### src/common/axil_hub_pkg.sv
`default_nettype none

package axil_hub_pkg;

	//////////////////////////////////////////////////
	// Widths and sizes
	//////////////////////////////////////////////////
	localparam int addr_w = 15;
	localparam int data_w = 32;
	localparam int strb_w = data_w / 8;
	localparam int mem_depth = 256;
	localparam int mem_index_w = $clog2(mem_depth);
	localparam int reg_offset_w = 12;

	typedef logic [addr_w-1:0] addr_t;
	typedef logic [data_w-1:0] data_t;
	typedef logic [strb_w-1:0] strb_t;
	typedef logic [mem_index_w-1:0] mem_index_t;
	typedef logic [reg_offset_w-1:0] reg_offset_t;

	localparam reg_offset_t ctrl_offset = 12'h000;	// IO control register

	typedef enum logic [1:0] {
		tgt_none = 2'd0,
		tgt_mem = 2'd1,
		tgt_ctrl = 2'd2
	} target_e;

	// Target handshake machine
	typedef enum logic [2:0] {
		st_idle = 3'd0,
		st_read_data = 3'd1,
		st_read_complete = 3'd2,
		st_write_data = 3'd3,
		st_write_complete = 3'd4
	} target_state_e;

	//////////////////////////////////////////////////
	// AXI-Lite request and response
	//////////////////////////////////////////////////
	typedef struct packed {
		logic awvalid;
		addr_t awaddr;
		logic wvalid;
		data_t wdata;
		strb_t wstrb;
		logic arvalid;
		addr_t araddr;
		logic rready;
	} axil_req_t;

	typedef struct packed {
		logic awready;
		logic wready;
		logic arready;
		logic rvalid;
		data_t rdata;
	} axil_rsp_t;

	typedef struct packed {
		logic rxen;
		logic txen;
	} io_ctrl_t;

endpackage

`default_nettype wire
### src/rtl/target_select.sv
`timescale 1ns/1ps
`default_nettype none

module target_select (
	input axil_hub_pkg::axil_req_t req,
	input axil_hub_pkg::target_e target_sel,
	input axil_hub_pkg::axil_rsp_t mem_rsp,
	input axil_hub_pkg::axil_rsp_t ctrl_rsp,
	output axil_hub_pkg::axil_req_t mem_req,
	output axil_hub_pkg::axil_req_t ctrl_req,
	output logic mem_enable,
	output logic ctrl_enable,
	output axil_hub_pkg::axil_rsp_t rsp
);

	import axil_hub_pkg::*;

	logic mem_sel;
	logic ctrl_sel;

	// Valids dropped for a target that is not selected
	function automatic axil_req_t gate_req(input axil_req_t in_req, input logic sel);
		axil_req_t out_req;
		out_req = in_req;
		out_req.awvalid = in_req.awvalid && sel;
		out_req.wvalid = in_req.wvalid && sel;
		out_req.arvalid = in_req.arvalid && sel;
		return out_req;
	endfunction

	//////////////////////////////////////////////////
	// Target decode
	//////////////////////////////////////////////////
	always_comb begin
		mem_sel = 1'b0;
		ctrl_sel = 1'b0;
		case (target_sel)
			tgt_mem: mem_sel = 1'b1;
			tgt_ctrl: ctrl_sel = 1'b1;
			default: begin
				mem_sel = 1'b0;	// tgt_none
				ctrl_sel = 1'b0;
			end
		endcase
	end

	assign mem_enable = mem_sel;
	assign ctrl_enable = ctrl_sel;

	// Request fan-out
	always_comb begin
		mem_req = gate_req(req, mem_sel);
		ctrl_req = gate_req(req, ctrl_sel);
	end

	//////////////////////////////////////////////////
	// Response mux
	//////////////////////////////////////////////////
	always_comb begin
		if (mem_sel) begin
			rsp = mem_rsp;
		end else if (ctrl_sel) begin
			rsp = ctrl_rsp;
		end else begin
			rsp = '0;	// Nothing selected
		end
	end

endmodule

`default_nettype wire

### config.mk
export PLATFORM = sky130hd
export DESIGN_NAME = target_select
export DESIGN_NICKNAME = d
export VERILOG_FILES = /design/src/common/axil_hub_pkg.sv /design/src/rtl/target_select.sv
export SDC_FILE = /design/constraint.sdc
export NUM_CORES = 1
export LEC_CHECK = 0
export BUFFER_PORTS_ARGS = -buffer_cell sky130_fd_sc_hd__buf_2
export CAP_MARGIN = 5
export CORE_AREA = 5 5 121 123
export DETAILED_ROUTE_END_ITERATION = 8
export DIE_AREA = 0 0 126 128
export MAX_ROUTING_LAYER = met4
export PLACE_DENSITY = 0.43
export SLEW_MARGIN = 15
export SYNTH_ARGS = -nofsm -noshare
export SYNTH_HDL_FRONTEND = slang
export SYNTH_SLANG_ARGS = --single-unit
### constraint.sdc
create_clock -name vclk -period 1.3
set_clock_uncertainty 0.1 [all_clocks]
set_input_delay 0.195 -clock vclk [all_inputs]
set_output_delay 0.195 -clock vclk [all_outputs]
set_load 0.005 [all_outputs]
* After elaboration in Yosys (flattened, before gate mapping)
Index checks and enable logic that the tools add are counted.
W data, S select, Z words.
** Word-level totals
- Bits in registers :: 0
- Bits of input ports :: 144
- Output and inout port bits :: 178
** Cells by class
- Equality and inequality tests :: 2
- Muxes and demuxes :: 4
- Reductions and logical operators :: 6
** Operator list (count)
- $mux W36 :: 2
- $logic_and A1 B1 Y1 :: 6
- $eq A2 B1 Y1 const B :: 1
- $eq A2 B2 Y1 const B :: 1
- $mux W1 :: 2

* Logic depth before layout (Yosys ltp)
Gate-level depths: netlist of the first run.
- Word-level depth :: 4
- Depth in mapped cells :: 3
- Mapped depth without buffers :: 2

* Least setup slack after synthesis of the first run
OpenSTA, ideal clock, no wires.
- Kind :: input -> output
- From :: in target_sel[0]
- To :: out ctrl_req[16] (netlist name)
- Arrival :: 0.714 ns
- Path slack :: 0.291 ns
- Stages on the path :: 3
- Cell sequence :: and2b_4 > buf_6 > and2_1
** RTL lines
- start, declared :: line target_select.sv:6 : input axil_hub_pkg::target_e target_sel,
- end, declared :: line target_select.sv:10 : output axil_hub_pkg::axil_req_t ctrl_req,

==> results.yml, run 1 <==
yosys:
  ys_types: 6
  ys_warn_count: 0
  syn-cell-area_mm2: 0.00146
  synth_area_per_cell_um2: 7.86
  syn_inst: 186
  yosysSeqAreaShare: 0
  syn-num-nets: 330
final_layout:
  syn2layout_area_growth_pct: -13.2
  nNetsFinal: 315
  fin_area_mm2: 0.00127
  seq_cells: 0
  clock_buffers: 0
  drive_gt1_frac: 0.751
  nFillCells: 1588
  diodes: 0
  area.sequential_um2: 0
  utilization: 0.0936
  final_cells: 349
timing:
  maxSlewHeadroom: 0.907
  tightest_slew_ns: 0.140
  period_share: 0.989
  tns_ns: 0
  setup_viol: 0
  finalHoldViolCount: 0
  slew_violations: 0
  rsz0062_at_grt: "true"
  post-route-min-period_ns: 1.29
  timing.fmax_mhz: 778
  fin_ws_ns: 0.0143
power:
  p_comb_frac: 1.000
  internal_power_uw: 218
  power_frac_seq: 0
  p_leak_uw: 0.000711
  powerDensity_mw_per_mm2: 282
  p_switching_uw: 140
  power_frac_clock: 0
  vdd.ir_drop.worst_uv: 116
  p_sw_frac: 0.392
grt:
  first_global_vias: 1063
  grtUsageTotal: 0.0410
  antenna_found_initial: 0
  grt_max_degree: 31
  grt.overflow.total: 0
  grt_pass1_wl_um: 5590
floorplanning:
  die_area_mm2: 0.0161
  initial_utilization: 0.108
  core.rowCount: 43
  coreArea_mm2: 0.0136
  die_h_um: 128
  die_width_um: 126
  ios: 322
place:
  placed_cells: 349
  gp_congestion: 0.778
  post_dp_cell_area_mm2: 0.00126
  dpl_worst_slack_ns: 0.00814
  port_buffers: 121
detailed_routing:
  drtIter0Drc: 16
  dr.pass1.iters: 3
  num_vias: 1049
  wire_per_inst_um: 11.0
  wl_um: 3830
  viasPerCell: 3.01
  ant_nets: 0
  drc: 0
hold_path:
  worstHoldStart: "req[57]"
  hold_end: "ctrl_req[57]"
  hold_path.class: "primary input to output port"
  min_path_cells: 0
worst_setup_path:
  start_kind: "primary input"
  cp.arrival_ns: 0.99
  critPathKind: "primary input to output port"
  required_ns: 1.00
  end_kind: "output port"
  worstPathMaxFanout: 30
clocking:
  postCtsHoldBufs: 0
flow_run:
  cap_violations: 0
run_status:
  status: "finished, final reports clean"
## worst max-delay path by stage
stage,start,end,cells past startpoint
2_1_floorplan,target_sel[0],ctrl_req[16],3
6_report,target_sel[0],rsp[16],5
3_3_place_gp,target_sel[0],rsp[23],5
3_5_place_dp,target_sel[0],rsp[23],5
4_1_cts,target_sel[0],rsp[17],5
5_1_grt,target_sel[0],rsp[17],5
## worst max-delay path: stages
cell     delay, ns
buf_6         0.09
and2b_4       0.25
buf_12        0.17
a22o_1        0.16
buf_2         0.12
## power by group through the flow
| stage | Sequential [µW] | Clock, µW | Combinational (µW) |
|---|---|---|---|
| floorplan | 0 | 0 | 482 |
| global placement | 0 | 0 | 358 |
| detailed placement | 0 | 0 | 358 |
| CTS | 0 | 0 | 361 |
| global route | 0 | 0 | 394 |
| finish | 0 | 0 | 358 |
## logic make-up after synthesis
| group | after synthesis | synth area share |
|---|---|---|
| buffers and inverters | 142 | 0.742 |
| AOI/OAI and AO/OA | 36 | 0.216 |
| and+or+nand+nor | 8 | 0.0420 |
## per-stage QoR
| step | hold slack, ns | power [µW] |
|---|---|---|
| floorplan | 0.371 | 482 |
| global placement | 0.290 | 358 |
| detailed placement | 0.290 | 358 |
| CTS | 0.290 | 361 |
| global route | 0.290 | 394 |
| finish | 0.290 | 358 |
## area by class of cell
| cell class | instances | area (µm²) | area share |
|---|---|---|---|
| Tap cell | 180 | 225 | 0.178 |
| Timing Repair Buffer | 125 | 667 | 0.526 |
| Multi-Input combinational cell | 44 | 377 | 0.297 |
## placed cells by master (no fill, tap or decap)
cell type,netlist,final
buf_2,0,120
a22o_1,36,36
and2_1,6,6
buf_4,137,2
buf_12,0,2
nor2b_4,1,1
and2b_4,1,1
buf_6,5,1
## what timing repair did
action	4_1_cts	5_1_grt
setup endpoints to repair	0	34
resized for setup	0	1
setup buffers	0	0
## per-layer routing
layer,vias to the layer above,GRT usage,part of all wire
li1,454,-,-
met1,438,0.0418,0.32
met2,113,0.0585,0.41
met3,44,0.0179,0.18
met4,0,0.0385,0.090
met5,-,-,0
## cells in the mapped netlist (all sizes together)
cell type,count,area [µm²]
and2b,1,10.0
nor2b,1,13.8
and2,6,37.5
a22o,36,315
buf,142,1080
Power figures use the tool's default switching activity.
==> run 2: changes to the inputs <==
--- a/config.mk
+++ b/config.mk
@@ -11,7 +11,7 @@
 export DETAILED_ROUTE_END_ITERATION = 8
 export DIE_AREA = 0 0 126 128
 export MAX_ROUTING_LAYER = met4
-export PLACE_DENSITY = 0.43
+export PLACE_DENSITY = 0.4
 export SLEW_MARGIN = 15
 export SYNTH_ARGS = -nofsm -noshare
 export SYNTH_HDL_FRONTEND = slang
==> run 2 against run 1 <==
Compared with the run above:
- final cell count unchanged
- total power rose by 4.8%
- design area is 2.0% higher
- combinational power is 5% higher
- hold slack about the same
- wire length grew 16%
- die area stayed put
- core utilization up 0.18 points
- clock-buffer cell count stayed put
- non-clock buffer count unchanged
==> results.yml, run 2 (synthesized netlist as in run 1, its figures left out) <==
floorplanning:
  die_h_um: 128
  core.rowCount: 43
  initial_utilization: 0.108
  die_width_um: 126
  die_area_mm2: 0.0161
  coreArea_mm2: 0.0136
  ios: 322
detailed_routing:
  dr_wl_met3_um: 558
  ant_nets: 0
  num_vias: 1062
  viasPerCell: 3.04
  route.top_layer_used: "met4"
  drc: 0
  wl_met2_um: 2260
  wire_per_inst_um: 12.7
  wl_met1_um: 1370
  wl_um: 4430
  drtIter0Drc: 15
  dr.pass1.iters: 3
worst_setup_path:
  critPathKind: "primary input to output port"
  cpMaxStageDelayCell: "and2b_4"
  cp.arrival_ns: 0.97
  crit_path_cell_trace: "buf_6, and2b_4, buf_12, a22o_1, buf_2"
  crit_path_max_incr_delay_ns: 0.27
  end_kind: "output port"
  start_kind: "primary input"
  cp.buffers_inverters: 3
  crit_family: "buffers and inverters"
  worstPathMaxFanout: 24
  required_ns: 1.00
final_layout:
  seq_cells: 0
  syn2layout_area_growth_pct: -11.5
  final_cells: 349
  diodes: 0
  final_common_cell: "buf_2"
  area.sequential_um2: 0
  drive_gt1_frac: 0.751
  clock_buffers: 0
  fin_area_mm2: 0.00129
  utilization: 0.0954
  layout_common_cells: "buf_2, a22o_1, and2_1"
  nNetsFinal: 315
grt:
  first_global_vias: 1170
  grtUsageTotal: 0.0497
  grt.overflow.total: 0
  grt_max_degree: 25
  grt_pass1_wl_um: 6300
  antenna_found_initial: 0
power:
  vdd.ir_drop.worst_uv: 78.1
  powerDensity_mw_per_mm2: 290
  p_leak_uw: 0.000719
timing:
  fin_hold_ws_ns: 0.290
  maxSlewHeadroom: 0.898
  rsz0062_at_grt: "true"
  slew_violations: 0
  finalHoldViolCount: 0
  tns_ns: 0
  timing.fmax_mhz: 789
  setup_viol: 0
  period_share: 0.975
  tightest_slew_ns: 0.153
  post-route-min-period_ns: 1.27
place:
  placed_cells: 349
  gp_congestion: 0.735
  post_dp_cell_area_mm2: 0.00129
  port_buffers: 121
clocking:
  postCtsHoldBufs: 0
  postCtsSetupRepairBufs: 0
hold_path:
  hold_path.class: "primary input to output port"
run_status:
  status: "finished, final reports clean"
flow_run:
  cap_violations: 0
run 2: changes by cell type in the layout (fill, tap and decap cells not counted):
cell,before,now
buf_4,2,0
buf_12,2,4
run 2: path summary, 6_finish.rpt:
check                 slack, ns  cells past startpoint          start      endpoint
worst max-delay path       0.03                      5  target_sel[0]       rsp[22]
worst min-delay path       0.29                      0        req[33]  ctrl_req[33]
run 2: layer usage:
layer,track usage,vias to the layer above
met2,0.0908,93
met3,0.0150,39
met5,-,-
li1,-,454
met1,0.0456,476
met4,0.0297,0
run 2: timing repair:
| item | in CTS | in global routing |
|---|---|---|
| hold endpoints to repair | 0 | 0 |
| gates resized for setup | 1 | 0 |
| endpoints found under the setup margin | 4 | 17 |
run 2: layout make-up:
cell class                 instances  area [µm²]
tap                              180         225
fill                            1600       12300
timing repair buffer             125         692
multi-input combinational         44         377
run 2: report_power, final:
group | internal [µW] | total, µW | switching [µW] | leakage [µW]
clock network | 0 | 0 | 0 | 0
registers | 0 | 0 | 0 | 0
logic | 226 | 375 | 149 | 0.000719
run 2: stage by stage:
step                setup slack [ns]  total power (µW)
finish                        0.0323               375
floorplan                      0.291               482
CTS                          0.00574               385
global placement              0.0257               377
detailed placement          -0.00961               382
global route                 -0.0308               414
==> run 3: changes to the inputs <==
--- a/config.mk
+++ b/config.mk
@@ -11,7 +11,7 @@
 export DETAILED_ROUTE_END_ITERATION = 8
 export DIE_AREA = 0 0 126 128
 export MAX_ROUTING_LAYER = met4
-export PLACE_DENSITY = 0.4
+export PLACE_DENSITY = 0.49
 export SLEW_MARGIN = 15
 export SYNTH_ARGS = -nofsm -noshare
 export SYNTH_HDL_FRONTEND = slang
==> run 3 against run 2 <==
Compared with the run above:
- the run now ends with negative setup slack left
- fmax down 3.9%
- final cell count up 0.29%
- first-iteration DRC count rose to 2.7 times the previous value
- combinational power up 17%
- critical endpoint is now rsp[25]
- design area up 8.7%
- die area unchanged
- largest power group unchanged
- critical path type unchanged
==> results.yml, run 3 (synthesized netlist as in run 1, its figures left out) <==
run_status:
  status: "complete, but fails checks"
  violations: "negative setup slack"
timing:
  period_share: 1.01
  fin_ws_ns: -0.0187
  slew_violations: 0
  tns_ns: -0.0322
  rsz0062_at_grt: "true"
  tightest_slew_ns: 0.157
  post-route-min-period_ns: 1.32
  finalHoldViolCount: 0
  setup_viol: 3
  timing.fmax_mhz: 758
  maxSlewHeadroom: 0.895
floorplanning:
  die_h_um: 128
  ios: 322
  coreArea_mm2: 0.0136
  die_width_um: 126
  core.rowCount: 43
  die_area_mm2: 0.0161
  initial_utilization: 0.108
worst_setup_path:
  critPathKind: "primary input to output port"
  cp.buffers_inverters: 3
  required_ns: 1.00
  crit_family: "buffers and inverters"
  end_kind: "output port"
  cpMaxStageDelayCell: "and2b_4"
  startpoint: "target_sel[0]"
  start_kind: "primary input"
  crit_path_cell_trace: "buf_6, and2b_4, buf_12, a22o_1, buf_2"
  crit_path_max_incr_delay_ns: 0.30
  cp.arrival_ns: 1.02
  worstPathMaxFanout: 11
detailed_routing:
  viasPerCell: 3.06
  ant_nets: 0
  wl_um: 5650
  drc: 0
  dr.pass1.iters: 5
  drtIter0Drc: 41
  num_vias: 1070
  wire_per_inst_um: 16.1
final_layout:
  final_common_cell: "buf_2"
  utilization: 0.104
  layout_common_cells: "buf_2, a22o_1, and2_1, buf_6, a22o_4"
  diodes: 0
  nNetsFinal: 316
  seq_cells: 0
  clock_buffers: 0
  area.sequential_um2: 0
  drive_gt1_frac: 0.782
  syn2layout_area_growth_pct: -3.77
hold_path:
  hold_path.class: "primary input to output port"
  worstHoldStart: "req[25]"
  min_path_cells: 0
  hold_end: "ctrl_req[25]"
power:
  p_leak_uw: 0.000764
  power.total_uw: 440
  powerDensity_mw_per_mm2: 313
  vdd.ir_drop.worst_uv: 58.8
grt:
  grt_max_degree: 22
  first_global_vias: 1196
  antenna_found_initial: 0
  grt.overflow.total: 0
  grtUsageTotal: 0.0614
  grt_pass1_wl_um: 7590
clocking:
  postCtsHoldBufs: 0
  postCtsSetupRepairBufs: 0
flow_run:
  cap_violations: 0
place:
  hpwlAfterDp_um: 4890
  port_buffers: 121
  gp_congestion: 0.757
run 3: changes by cell type in the layout (fill, tap and decap cells not counted), sizes merged:
cell / delta
clkbuf: +1
run 3: final cells by class:
type,instances,area [µm²]
well taps,180,225
repair buffers,126,761
multi-input cells,44,420
fillers,1588,12200
run 3: report_power, final:
part	switching, µW	internal (µW)	total (µW)
clock	0	0	0
sequential	0	0	0
combinational	179	261	440
total	179	261	440
run 3: stage by stage:
step | hold WS (ns) | instance area (µm²) | worst slack [ns] | instances
2_1_floorplan | 0.371 | 1460 | 0.291 | 186
3_3_place_gp | 0.290 | 1290 | -0.116 | 349
3_5_place_dp | 0.290 | 1290 | -0.121 | 349
4_1_cts | 0.290 | 1350 | -0.0522 | 349
5_1_grt | 0.290 | 1410 | -0.0608 | 350
6_report | 0.290 | 1410 | -0.0187 | 350
run 3: how the worst max path moves through the flow:
stage | slack [ns] | cells past startpoint | end
floorplan | 0.29 | 3 | ctrl_req[16]
global placement | -0.12 | 5 | rsp[24]
detailed placement | -0.12 | 5 | rsp[24]
CTS | -0.05 | 5 | rsp[25]
global route | -0.06 | 5 | rsp[25]
finish | -0.02 | 5 | rsp[25]
run 3: per-layer routing:
layer,vias up,wire length [µm],GRT usage
li1,456,-,-
met1,447,1740,0.0586
met2,111,2700,0.100
met3,56,825,0.0275
met4,0,386,0.0416
met5,-,0,-
run 3: repair_timing:
item,in CTS,in global routing
cloned,0,1
gates resized for setup,9,5
endpoints found under the setup margin,9,13
pin swaps,0,8
