===== src/common/axil_hub_pkg.sv =====
`default_nettype none

package axil_hub_pkg;

	//////////////////////////////////////////////////
	// Widths and sizes
	//////////////////////////////////////////////////
	localparam int addr_w = 15;
	localparam int data_w = 32;
	localparam int strb_w = data_w / 8;
	localparam int mem_depth = 256;
	localparam int mem_index_w = $clog2(mem_depth);
	localparam int reg_offset_w = 12;

	typedef logic [addr_w-1:0] addr_t;
	typedef logic [data_w-1:0] data_t;
	typedef logic [strb_w-1:0] strb_t;
	typedef logic [mem_index_w-1:0] mem_index_t;
	typedef logic [reg_offset_w-1:0] reg_offset_t;

	localparam reg_offset_t ctrl_offset = 12'h000;	// IO control register

	typedef enum logic [1:0] {
		tgt_none = 2'd0,
		tgt_mem = 2'd1,
		tgt_ctrl = 2'd2
	} target_e;

	// Target handshake machine
	typedef enum logic [2:0] {
		st_idle = 3'd0,
		st_read_data = 3'd1,
		st_read_complete = 3'd2,
		st_write_data = 3'd3,
		st_write_complete = 3'd4
	} target_state_e;

	//////////////////////////////////////////////////
	// AXI-Lite request and response
	//////////////////////////////////////////////////
	typedef struct packed {
		logic awvalid;
		addr_t awaddr;
		logic wvalid;
		data_t wdata;
		strb_t wstrb;
		logic arvalid;
		addr_t araddr;
		logic rready;
	} axil_req_t;

	typedef struct packed {
		logic awready;
		logic wready;
		logic arready;
		logic rvalid;
		data_t rdata;
	} axil_rsp_t;

	typedef struct packed {
		logic rxen;
		logic txen;
	} io_ctrl_t;

endpackage

`default_nettype wire

===== src/rtl/ctrl_reg_target.sv =====
`timescale 1ns/1ps
`default_nettype none

module ctrl_reg_target (
	input logic axi_clk,
	input logic axi_reset_n,
	input logic enable,
	input axil_hub_pkg::axil_req_t req,
	output axil_hub_pkg::axil_rsp_t rsp,
	output axil_hub_pkg::io_ctrl_t io_ctrl
);

	import axil_hub_pkg::*;

	logic wr_fire;
	logic wr_hit;
	reg_offset_t wr_offset;

	// Address and data must arrive together
	assign wr_fire = enable && req.awvalid && req.wvalid;
	assign wr_offset = req.awaddr[reg_offset_w-1:0];
	assign wr_hit = wr_fire && (wr_offset == ctrl_offset) && req.wstrb[0];

	//////////////////////////////////////////////////
	// Response without latency
	//////////////////////////////////////////////////
	always_comb begin
		rsp = '0;
		rsp.awready = wr_fire;
		rsp.wready = wr_fire;
		if (enable) begin
			rsp.arready = 1'b1;
			rsp.rvalid = 1'b1;
			rsp.rdata = {{(data_w-2){1'b0}}, io_ctrl.txen, io_ctrl.rxen};
		end
	end

	//////////////////////////////////////////////////
	// IO control bits
	//////////////////////////////////////////////////
	always_ff @(posedge axi_clk or negedge axi_reset_n) begin
		if (!axi_reset_n) begin
			io_ctrl <= '0;
		end else if (wr_hit) begin
			io_ctrl.rxen <= req.wdata[0];
			io_ctrl.txen <= req.wdata[1];
		end
	end

endmodule

`default_nettype wire


===== config.mk =====
export PLATFORM = sky130hd
export DESIGN_NAME = ctrl_reg_target
export DESIGN_NICKNAME = d
export VERILOG_FILES = /design/src/common/axil_hub_pkg.sv /design/src/rtl/ctrl_reg_target.sv
export SDC_FILE = /design/constraint.sdc
export NUM_CORES = 1
export LEC_CHECK = 0
export ABC_AREA = 1
export BUFFER_PORTS_ARGS = -buffer_cell sky130_fd_sc_hd__buf_2
export CORE_MARGIN = 5
export CORE_UTILIZATION = 23
export CTS_CLUSTER_SIZE = 16
export DETAILED_ROUTE_END_ITERATION = 7
export MAX_ROUTING_LAYER = met4
export PLACE_DENSITY = 0.83
export SETUP_SLACK_MARGIN = 0.1
export SLEW_MARGIN = 20
export SYNTH_ARGS = -nofsm -noshare
export SYNTH_HDL_FRONTEND = slang
export SYNTH_SLANG_ARGS = --single-unit

===== constraint.sdc =====
create_clock -name axi_clk -period 0.85 [get_ports axi_clk]
set_input_delay 0.1275 -clock axi_clk [delete_from_list [all_inputs] [get_ports axi_clk]]
set_output_delay 0.1275 -clock axi_clk [all_outputs]
set_load 0.05 [all_outputs]

## Yosys cells after proc, flatten, opt, wreduce, memory -nomap -nowiden

Index checks and enable logic that the tools add are counted.

- Output and inout bits: 38
- Bits of input ports: 73
- Logic and storage cells: 8
- Register bits: 2

- Mux-type cells: 1
- Reduce and logical (&&, ||, !) cells: 5

Operators with widths:

| operator | count |
|---|---|
| two-way mux 34 bit | 1 |
| zero test 12 bit | 1 |
| logical AND 1 bit | 4 |

## Depth between registers and ports, before layout

Gate-level depths: netlist (run 1).

- Word-level depth: 4
- Gate-level depth with buffers: 6
- Gate-level depth less buffers: 6

## Worst setup path before layout (run 1)

OpenSTA, ideal clock, no wires.

- Kind: register -> output
- Start: register io_ctrl[1] in the netlist's numbering
- End: output port rsp[0] in the netlist's numbering
- Buffers on the path: 0
- Cell stages (with the launch flop): 3
- Setup slack: -0.316 ns
- Data arrival time: 1.039 ns
- Cells stage by stage: dfrtp_1 -> nand2_1 -> inv_1

RTL lines:

| what | RTL line | text |
|---|---|---|
| start: declaration | ctrl_reg_target.sv:10 | `output axil_hub_pkg::io_ctrl_t io_ctrl` |
| end: declaration | ctrl_reg_target.sv:9 | `output axil_hub_pkg::axil_rsp_t rsp,` |

==> impl_results.md, run 1 <==
* Status: finished with violations
* Failing checks: setup timing
* CTS tree: built
* Crit path max-delay family: flip-flops
* Mean Syn Cell Area at around 7.4 um^2
* Worst path cell trace: nand2_2 -> clkinvlp_4 -> buf_6
* Io pins at between 100 and 150
* Final ANT Viol Nets at 0
* Core area at roughly 0.0018 mm^2
* Initial Util at 0.249
* GRT Residual Overflow at 0
* Worst setup SP type: flip-flop
* Layout cell share with drive strength beyond 1 at 0.538
* Sequential-to-total area share from yosys stat at 0.113
* Distinct cells, synth at 13
* Pleak at 0.372 nW
* H-tree Lvls at 1
* Power per cell area at 1170 mW/mm^2
* Max Root-Sink Buffers at 2
* Final min period at 1.07 ns
* Vias in the first global route at 351
* # port buffers at 27
* Root Buffer: clkbuf_4
* Die H at 53.9 um
* Kind of critical path: flip-flop to output port
* Compound-Gate Fraction of Synth Area at 0
* # fillers at 197
* Die ar. at between 0.002 and 0.003 mm^2
* Mapped Cells at 60
* Global-route wire length before repair at 1.26 mm
* Ant. Diodes at 0
* Max_cap viols at 0
* Register name with the most flops: io_ctrl
* Cell Count Post-Placement at 111
* Clock skew at 0 ns
* Nets at 168
* CTS Buf Count at 3
* DP HPWL at 806 um
* Final Cycle Share at 1.25
* Synthesis Warnings at 0
* Setup slack after layout at -0.215 ns
* Pre-antenna DRT Iters at 2
* Synthesized area at 444 um^2
* RSZ-0062 raised after global routing: yes
* Drt drc at 0
* Initial antenna violation count at 0
* Max incr delay on CP at 0.41 ns
* WL final at 970 um
* Largest net degree at the start of global routing at 5
* Via density at ~3.3
* Clock latency on the worst-skew pair at 0.22 ns
* Post-synthesis mux area share at 0
* Biggest regs: io_ctrl x2
* WP buf/inv at 2
* Via count at 392
* Hold Path Class: primary input to flip-flop
* Area leader, netlist: buf_4
* Adder-Cell Fraction of Synth Area at 0
* Commonest non-fill, non-tap cell in the layout: conb_1
* Top cells by area, synth: buf_4 (57%), dfrtp_1 (11%), nand2_1 (5.9%)
* Crit-path max FO at 3
* Endpoints failing hold at 0
* Max reg flops at 2
* Critical-path top delay cell: dfrtp_2
* Synth Area in Simple Gates at 0.287
* GRT Util Overall at 0.0683
* Die width at 53.9 um
* Share of the synthesized area in the top cell type at 0.575
* Largest family of logic cells by synthesized area: buffers and inverters
* Routability congestion estimate at between 0.5 and 0.6
* Fin cells at about 120
* Average wire per standard cell at 8.22 um
* Max frequency at 939 MHz
* WP data arrival at 0.94 ns
* Critical Path RT at 0.72 ns
* Pre-CTS setup slack at -0.0397 ns
* FF+latch count, synth at 2
* Endpoints failing setup at 5
* Reg clk slew, reported paths at ~0.03 ns
* Synth Area in XOR/XNOR at 0
* Clock sink count at 2
* First DRT Iteration DRCs at 3
* Most frequent cells in the layout: conb_1 (30), buf_2 (20), buf_4 (7)
* Slew Viols, Final at 0
* FP Rows at 15
* Setup TNS at -0.681 ns
* Type of element capturing the critical path: output port
* Synth-to-Final Area Change at 42.3%
* Peak VDD IR at 0.347 mV
==> worst reg2reg max path: stages, from the launching register on <==
cell	delay [ns]
dfrtp_2	0.40
buf_4	0.13
buf_4	0.12
nand2_1	0.05
nand2_1	0.04
==> synthesized netlist by cell type <==
library cell and instances:
and3_2 1, buf_4 34, conb_1 1, dfrtp_1 2, inv_1 2, nand2_1 7
nand2_2 2, nand3_2 1, nand4_1 2, nor2_1 5, nor2_4 1, nor2_8 1
or2_4 1
==> timing repair <==
action,in CTS,in global routing
endpoints found under the setup margin,6,8
hold buffers,1,0
pin swaps,1,0
resized for setup,15,2
buffers inserted,3,0
hold endpoints to repair,2,0
==> metal layers <==
layer / global-route usage / up-vias / wire length, um
met3: 0.0332 / 2 / 212
met4: 0.0638 / 0 / 4
met5: - / - / 0
li1: - / 187 / -
met2: 0.0948 / 43 / 417
met1: 0.0692 / 160 / 335
==> metrics by stage <==
stage,cell area (um^2),hold slack (ns),utilization,total power [mW]
floorplan,568,-0.168,-,0.560
global placement,522,-0.0839,0.293,0.506
detailed placement,522,-0.0814,0.293,0.508
CTS,626,0.166,0.351,0.749
global route,632,0.197,0.354,0.781
finish,632,0.177,0.354,0.740
==> cell families (layout without fill, tap and decap cells) <==
| family | after synthesis | after routing |
|---|---|---|
| buffers and inverters | 36 | 40 |
| AND/OR/NAND/NOR | 21 | 21 |
| flip-flops | 2 | 2 |
| other | 1 | 30 |
==> path summary, 6_finish.rpt <==
kind,start,endpoint,slack [ns],cells after the start
max,io_ctrl[1],rsp[0],-0.22,3
max reg2reg,io_ctrl[0],io_ctrl[0],0,4
max in group asynchronous,axi_reset_n,io_ctrl[1],0.51,2
min reg2reg,io_ctrl[1],io_ctrl[1],0.61,3
min,req[21],io_ctrl[1],0.18,3
min in group asynchronous,axi_reset_n,io_ctrl[0],0.23,2
==> layout make-up <==
class	count	area [um^2]	share of cell area
repair buffers	35	262	0.414
multi-input cells	51	249	0.394
flip-flops and latches	2	52.6	0.0832
well taps	25	31.3	0.0495
clock buffers	3	22.5	0.0356
inverters	2	15.0	0.0238
==> report_power, final <==
group          leakage, nW  switching [mW]  internal [mW]  total, mW
logic                0.333           0.362         0.0723      0.435
registers           0.0246       0.0000632         0.0960     0.0961
clock network       0.0138          0.0532          0.156      0.209
total                0.372           0.416          0.324      0.740
Note: power is estimated with default switching activity, not from simulation.
==> inputs of run 2 (changes only) <==
SKIP_CTS_REPAIR_TIMING = 1   (was unset)
==> impl_results.md, run 2 (synthesis gave the netlist of run 1 again) <==
* Status: finished with violations
* Failing checks: setup timing
* Pre-CTS setup slack at -0.0397 ns
* Slew Viols, Final at 0
* Final ANT Viol Nets at 0
* Final hold slack at 0.171 ns
* Die width at around 54 um
* Ant. Diodes at 0
* Routability congestion estimate at 0.589
* Initial antenna violation count at 0
* FP Rows at 15
* R2R depth at 4
* Final Cycle Share at 1.24
* Clock skew at 0 ns
* Most frequent cells in the layout: conb_1 (30), buf_2 (21), nor2_1 (5), nand2_1 (5), buf_4 (5)
* Max reg flops at 2
* GRT Util Overall at 0.0618
* Via count at 386
* RR Endpoint: io_ctrl[0]
* Final min period at between 1 and 1.5 ns
* Core area at roughly 0.0018 mm^2
* Hold Crit Start: req[21]
* Endpoints failing hold at 0
* Peak VDD IR at around 0.36 mV
* H-tree Lvls at 1
* RSZ-0062 raised after global routing: yes
* Commonest non-fill, non-tap cell in the layout: conb_1
* Setup slack after layout at -0.203 ns
* Crit-path max FO at 2
* Largest net degree at the start of global routing at 5
* Type of element capturing the critical path: output port
* Global-route wire length before repair at 1.13 mm
* WL final at just under 1 mm
* Power per cell area at 1180 mW/mm^2
* Io pins at 111
* Fin util at 0.354
* WHS Endpoint: io_ctrl[1]
* Reg clk slew, reported paths at ~0.030 ns
* # port buffers at 27
* Root Buffer: clkbuf_4
* CP startpoint: io_ctrl[0]
* Register name with the most flops: io_ctrl
* Worst R2R Start: io_ctrl[0]
* Vias in the first global route at 310
* Pleak at 0.369 nW
* Via density at between 3 and 4
* Die ar. at 0.00291 mm^2
* Clock sink count at 2
* First DRT Iteration DRCs at 0
* DP HPWL at 806 um
* Hold Path Class: primary input to flip-flop
* Biggest regs: io_ctrl x2
* Initial Util at 0.249
* Pre-antenna DRT Iters at 1
* Drt drc at 0
* Fin cells at 117
* GRT Residual Overflow at 0
* Max frequency at 950 MHz
* WP data arrival at 0.93 ns
* Kind of critical path: flip-flop to output port
* Nets at 167
* Max Root-Sink Buffers at 2
* Die H at 53.9 um
* Endpoints failing setup at 5
* Total power at 0.745 mW
* Cell Count Post-Placement at ~110
* Worst setup SP type: flip-flop
* Max_cap viols at 0
* CTS tree: built
* Clock latency on the worst-skew pair at 0.22 ns
* Critical Path RT at 0.72 ns
* Layout cell share with drive strength beyond 1 at 0.533
* Average wire per standard cell at 8.23 um
* Reg2Reg Setup Slack at -0.02 ns
* Hold depth at 3
* CTS Buf Count at 3
* Synth-to-Final Area Change at 42.0%
==> run 2: metal layers <==
| layer | GRT usage | part of all wire | vias to the layer above | wire length, um |
|---|---|---|---|---|
| li1 | - | - | 184 | - |
| met1 | 0.0659 | 0.33 | 157 | 318 |
| met2 | 0.0746 | 0.44 | 43 | 421 |
| met3 | 0.0360 | 0.23 | 2 | 219 |
| met4 | 0.0638 | 0.0042 | 0 | 4 |
| met5 | - | 0 | - | 0 |
==> run 2: critical path: stages, from the launching register on <==
cell and delay, ns:
dfrtp_2 0.40, nand2_2 0.08, clkinvlp_4 0.08, buf_6 0.15
==> run 2: how the worst max path moves through the flow <==
stage                       endpoint  slack (ns)  depth (start not counted)
after floorplan               rsp[0]       -0.13                          2
after global placement    io_ctrl[1]       -0.03                          6
after detailed placement  io_ctrl[1]       -0.04                          6
after CTS                     rsp[1]       -0.27                          3
after global routing          rsp[1]       -0.24                          3
final                         rsp[1]       -0.20                          3
==> run 2: cell type report <==
cell class | instances | area, um^2
tap | 25 | 31.3
fill | 193 | 1150
clock buffer | 3 | 22.5
sequential | 2 | 52.6
multi-input combinational | 51 | 249
inverter | 2 | 15.0
timing repair buffer | 34 | 260
==> run 2: power by group <==
part | total [mW] | switching, mW | internal, mW
sequential | 0.0960 | 0.0000483 | 0.0960
clock | 0.209 | 0.0532 | 0.156
combinational | 0.440 | 0.363 | 0.0766
==> run 2: metrics by stage <==
step	area, um^2	setup TNS (ns)
after floorplan	568	-0.252
after global placement	522	-0.104
after detailed placement	522	-0.113
after CTS	544	-0.826
after global routing	631	-0.871
final	631	-0.727
==> inputs of run 3 (changes only) <==
==> constraint.sdc (replaced) <==
create_clock -name axi_clk -period 1.3 [get_ports axi_clk]
set_input_delay 0.26 -clock axi_clk [delete_from_list [all_inputs] [get_ports axi_clk]]
set_output_delay 0.26 -clock axi_clk [all_outputs]
set_load 0.05 [all_outputs]
==> impl_results.md, run 3 (synthesis gave the netlist of run 1 again) <==
* Status: finished, final reports clean
* Net Sw Frac at 0.576
* Met2 WL at 366 um
* Clock sink count at 2
* WL final at 913 um
* Biggest regs: io_ctrl x2
* Clock Power Share at 0.293
* Critical Path RT at 1.04 ns
* H-tree Lvls at 1
* Max Root-Sink Buffers at 2
* WP data arrival at 0.90 ns
* Most frequent cells in the layout: conb_1 (30), buf_2 (25), nand2_1 (7)
* Initial antenna violation count at 0
* RR Endpoint: io_ctrl[0]
* Final min period at approximately 1.2 ns
* Worst setup SP type: flip-flop
* GRT Residual Overflow at 0
* Fin util at 0.285
* Power per cell area at 912 mW/mm^2
* Crit-path max FO at 3
* Clock skew at 0 ns
* Max reg flops at 2
* Die H at 53.9 um
* Core area at 0.00178 mm^2
* Pre-antenna DRT Iters at 1
* Clock latency on the worst-skew pair at 0.22 ns
* Worst R2R Start: io_ctrl[0]
* Endpoints failing hold at 0
* Ant. Diodes at 0
* GRT Util Overall at 0.0618
* Max incr delay on CP at 0.40 ns
* Drt drc at 0
* First DRT Iteration DRCs at 0
* Die width at around 54 um
* Via density at 3.26
* Initial Util at 0.249
* Final hold slack at 0.289 ns
* Top routing layer used: met4
* Worst path cell trace: nand2_1 -> inv_1 -> buf_4
* Type of element capturing the critical path: output port
* Slew Viols, Final at 0
* Largest net degree at the start of global routing at 6
* Io pins at 111
* Max_cap viols at 0
* Pleak at 0.342 nW
* Peak VDD IR at 0.243 mV
* Final ANT Viol Nets at 0
* Met1 WL at 302 um
* Routability congestion estimate at 0.628
* P_int at 0.196 mW
* Commonest non-fill, non-tap cell in the layout: conb_1
* RSZ-0062 raised after global routing: yes
* Kind of critical path: flip-flop to output port
* Hold Crit Start: req[22]
* Reg clk slew, reported paths at ~0.03 ns
* CTS tree: built
* Layout cell share with drive strength beyond 1 at 0.453
* Endpoints failing setup at 0
* Final Cycle Share at 0.893
* FP Rows at 15
* Setup TNS at 0 ns
* Max frequency at 861 MHz
* Vias in the first global route at around 310
* CTS Buf Count at 3
* Root Buffer: clkbuf_4
* Synth-to-Final Area Change at 14.4%
* DP HPWL at between 800 and 900 um
* R2R depth at 2
* Register name with the most flops: io_ctrl
* Hold Path Class: primary input to flip-flop
* Average wire per standard cell at 8.23 um
* Met3 wire len at 235 um
* Combinational share of power at 0.572
* Nets at 161
* Critical-path top delay cell: dfrtp_2
* Hold depth at 3
* Global-route wire length before repair at 1.09 mm
* Via count at 362
* Sequential power share at 0.136
* # port buffers at 27
* # fillers at 200
* Die ar. at 0.00291 mm^2
* WHS Endpoint: io_ctrl[0]
* Sw power at 0.267 mW
* Reg2Reg Setup Slack at between 0.6 and 0.7 ns
[run 3: changes by cell type in the layout (fill, tap and decap cells not counted), sizes merged]
| cell | before | now |
|---|---|---|
| inv | 0 | 2 |
| buf | 33 | 27 |
| clkinvlp | 2 | 0 |
[run 3: metrics by stage]
step	setup WS (ns)	total power [mW]	instance area [um^2]	std cells
5_1_grt	0.0898	0.487	508	111
3_5_place_dp	0.137	0.323	467	107
6_report	0.139	0.463	508	111
3_3_place_gp	0.142	0.322	467	107
4_1_cts	0.0859	0.469	489	110
2_1_floorplan	0.138	0.366	556	89
[run 3: critical path, delay by kind of cell, from the launching register on]
family / cells / cell delay (ns)
AND/OR/NAND/NOR: 1 / 0.07
buffers and inverters: 2 / 0.21
flip-flops: 1 / 0.40
[run 3: how the worst max path moves through the flow]
stage          startpoint  endpoint  slack, ns
2_1_floorplan  io_ctrl[1]    rsp[0]       0.14
3_3_place_gp       enable   rsp[35]       0.14
3_5_place_dp       enable   rsp[35]       0.14
4_1_cts        io_ctrl[0]    rsp[1]       0.09
5_1_grt        io_ctrl[0]    rsp[1]       0.09
6_report       io_ctrl[0]    rsp[1]       0.14
[run 3: power groups by stage]
stage	clock (mW)	sequential [mW]	combinational [mW]
3_5_place_dp	0	0.0634	0.260
4_1_cts	0.146	0.0628	0.260
6_report	0.135	0.0628	0.265
2_1_floorplan	0	0.0636	0.303
3_3_place_gp	0	0.0634	0.259
5_1_grt	0.146	0.0628	0.278
[run 3: cell type report]
cell class | count | area (um^2) | share of cell area
Multi-Input combinational cell | 51 | 240 | 0.473
Sequential cell | 2 | 52.6 | 0.103
Tap cell | 25 | 31.3 | 0.0616
Clock buffer | 3 | 22.5 | 0.0443
Inverter | 2 | 7.51 | 0.0148
Timing Repair Buffer | 28 | 154 | 0.303
[run 3: routing by layer]
layer / track usage / up-vias
li1: - / 172
met5: - / -
met1: 0.0543 / 141
met3: 0.0249 / 2
met4: 0.0766 / 0
met2: 0.0907 / 47
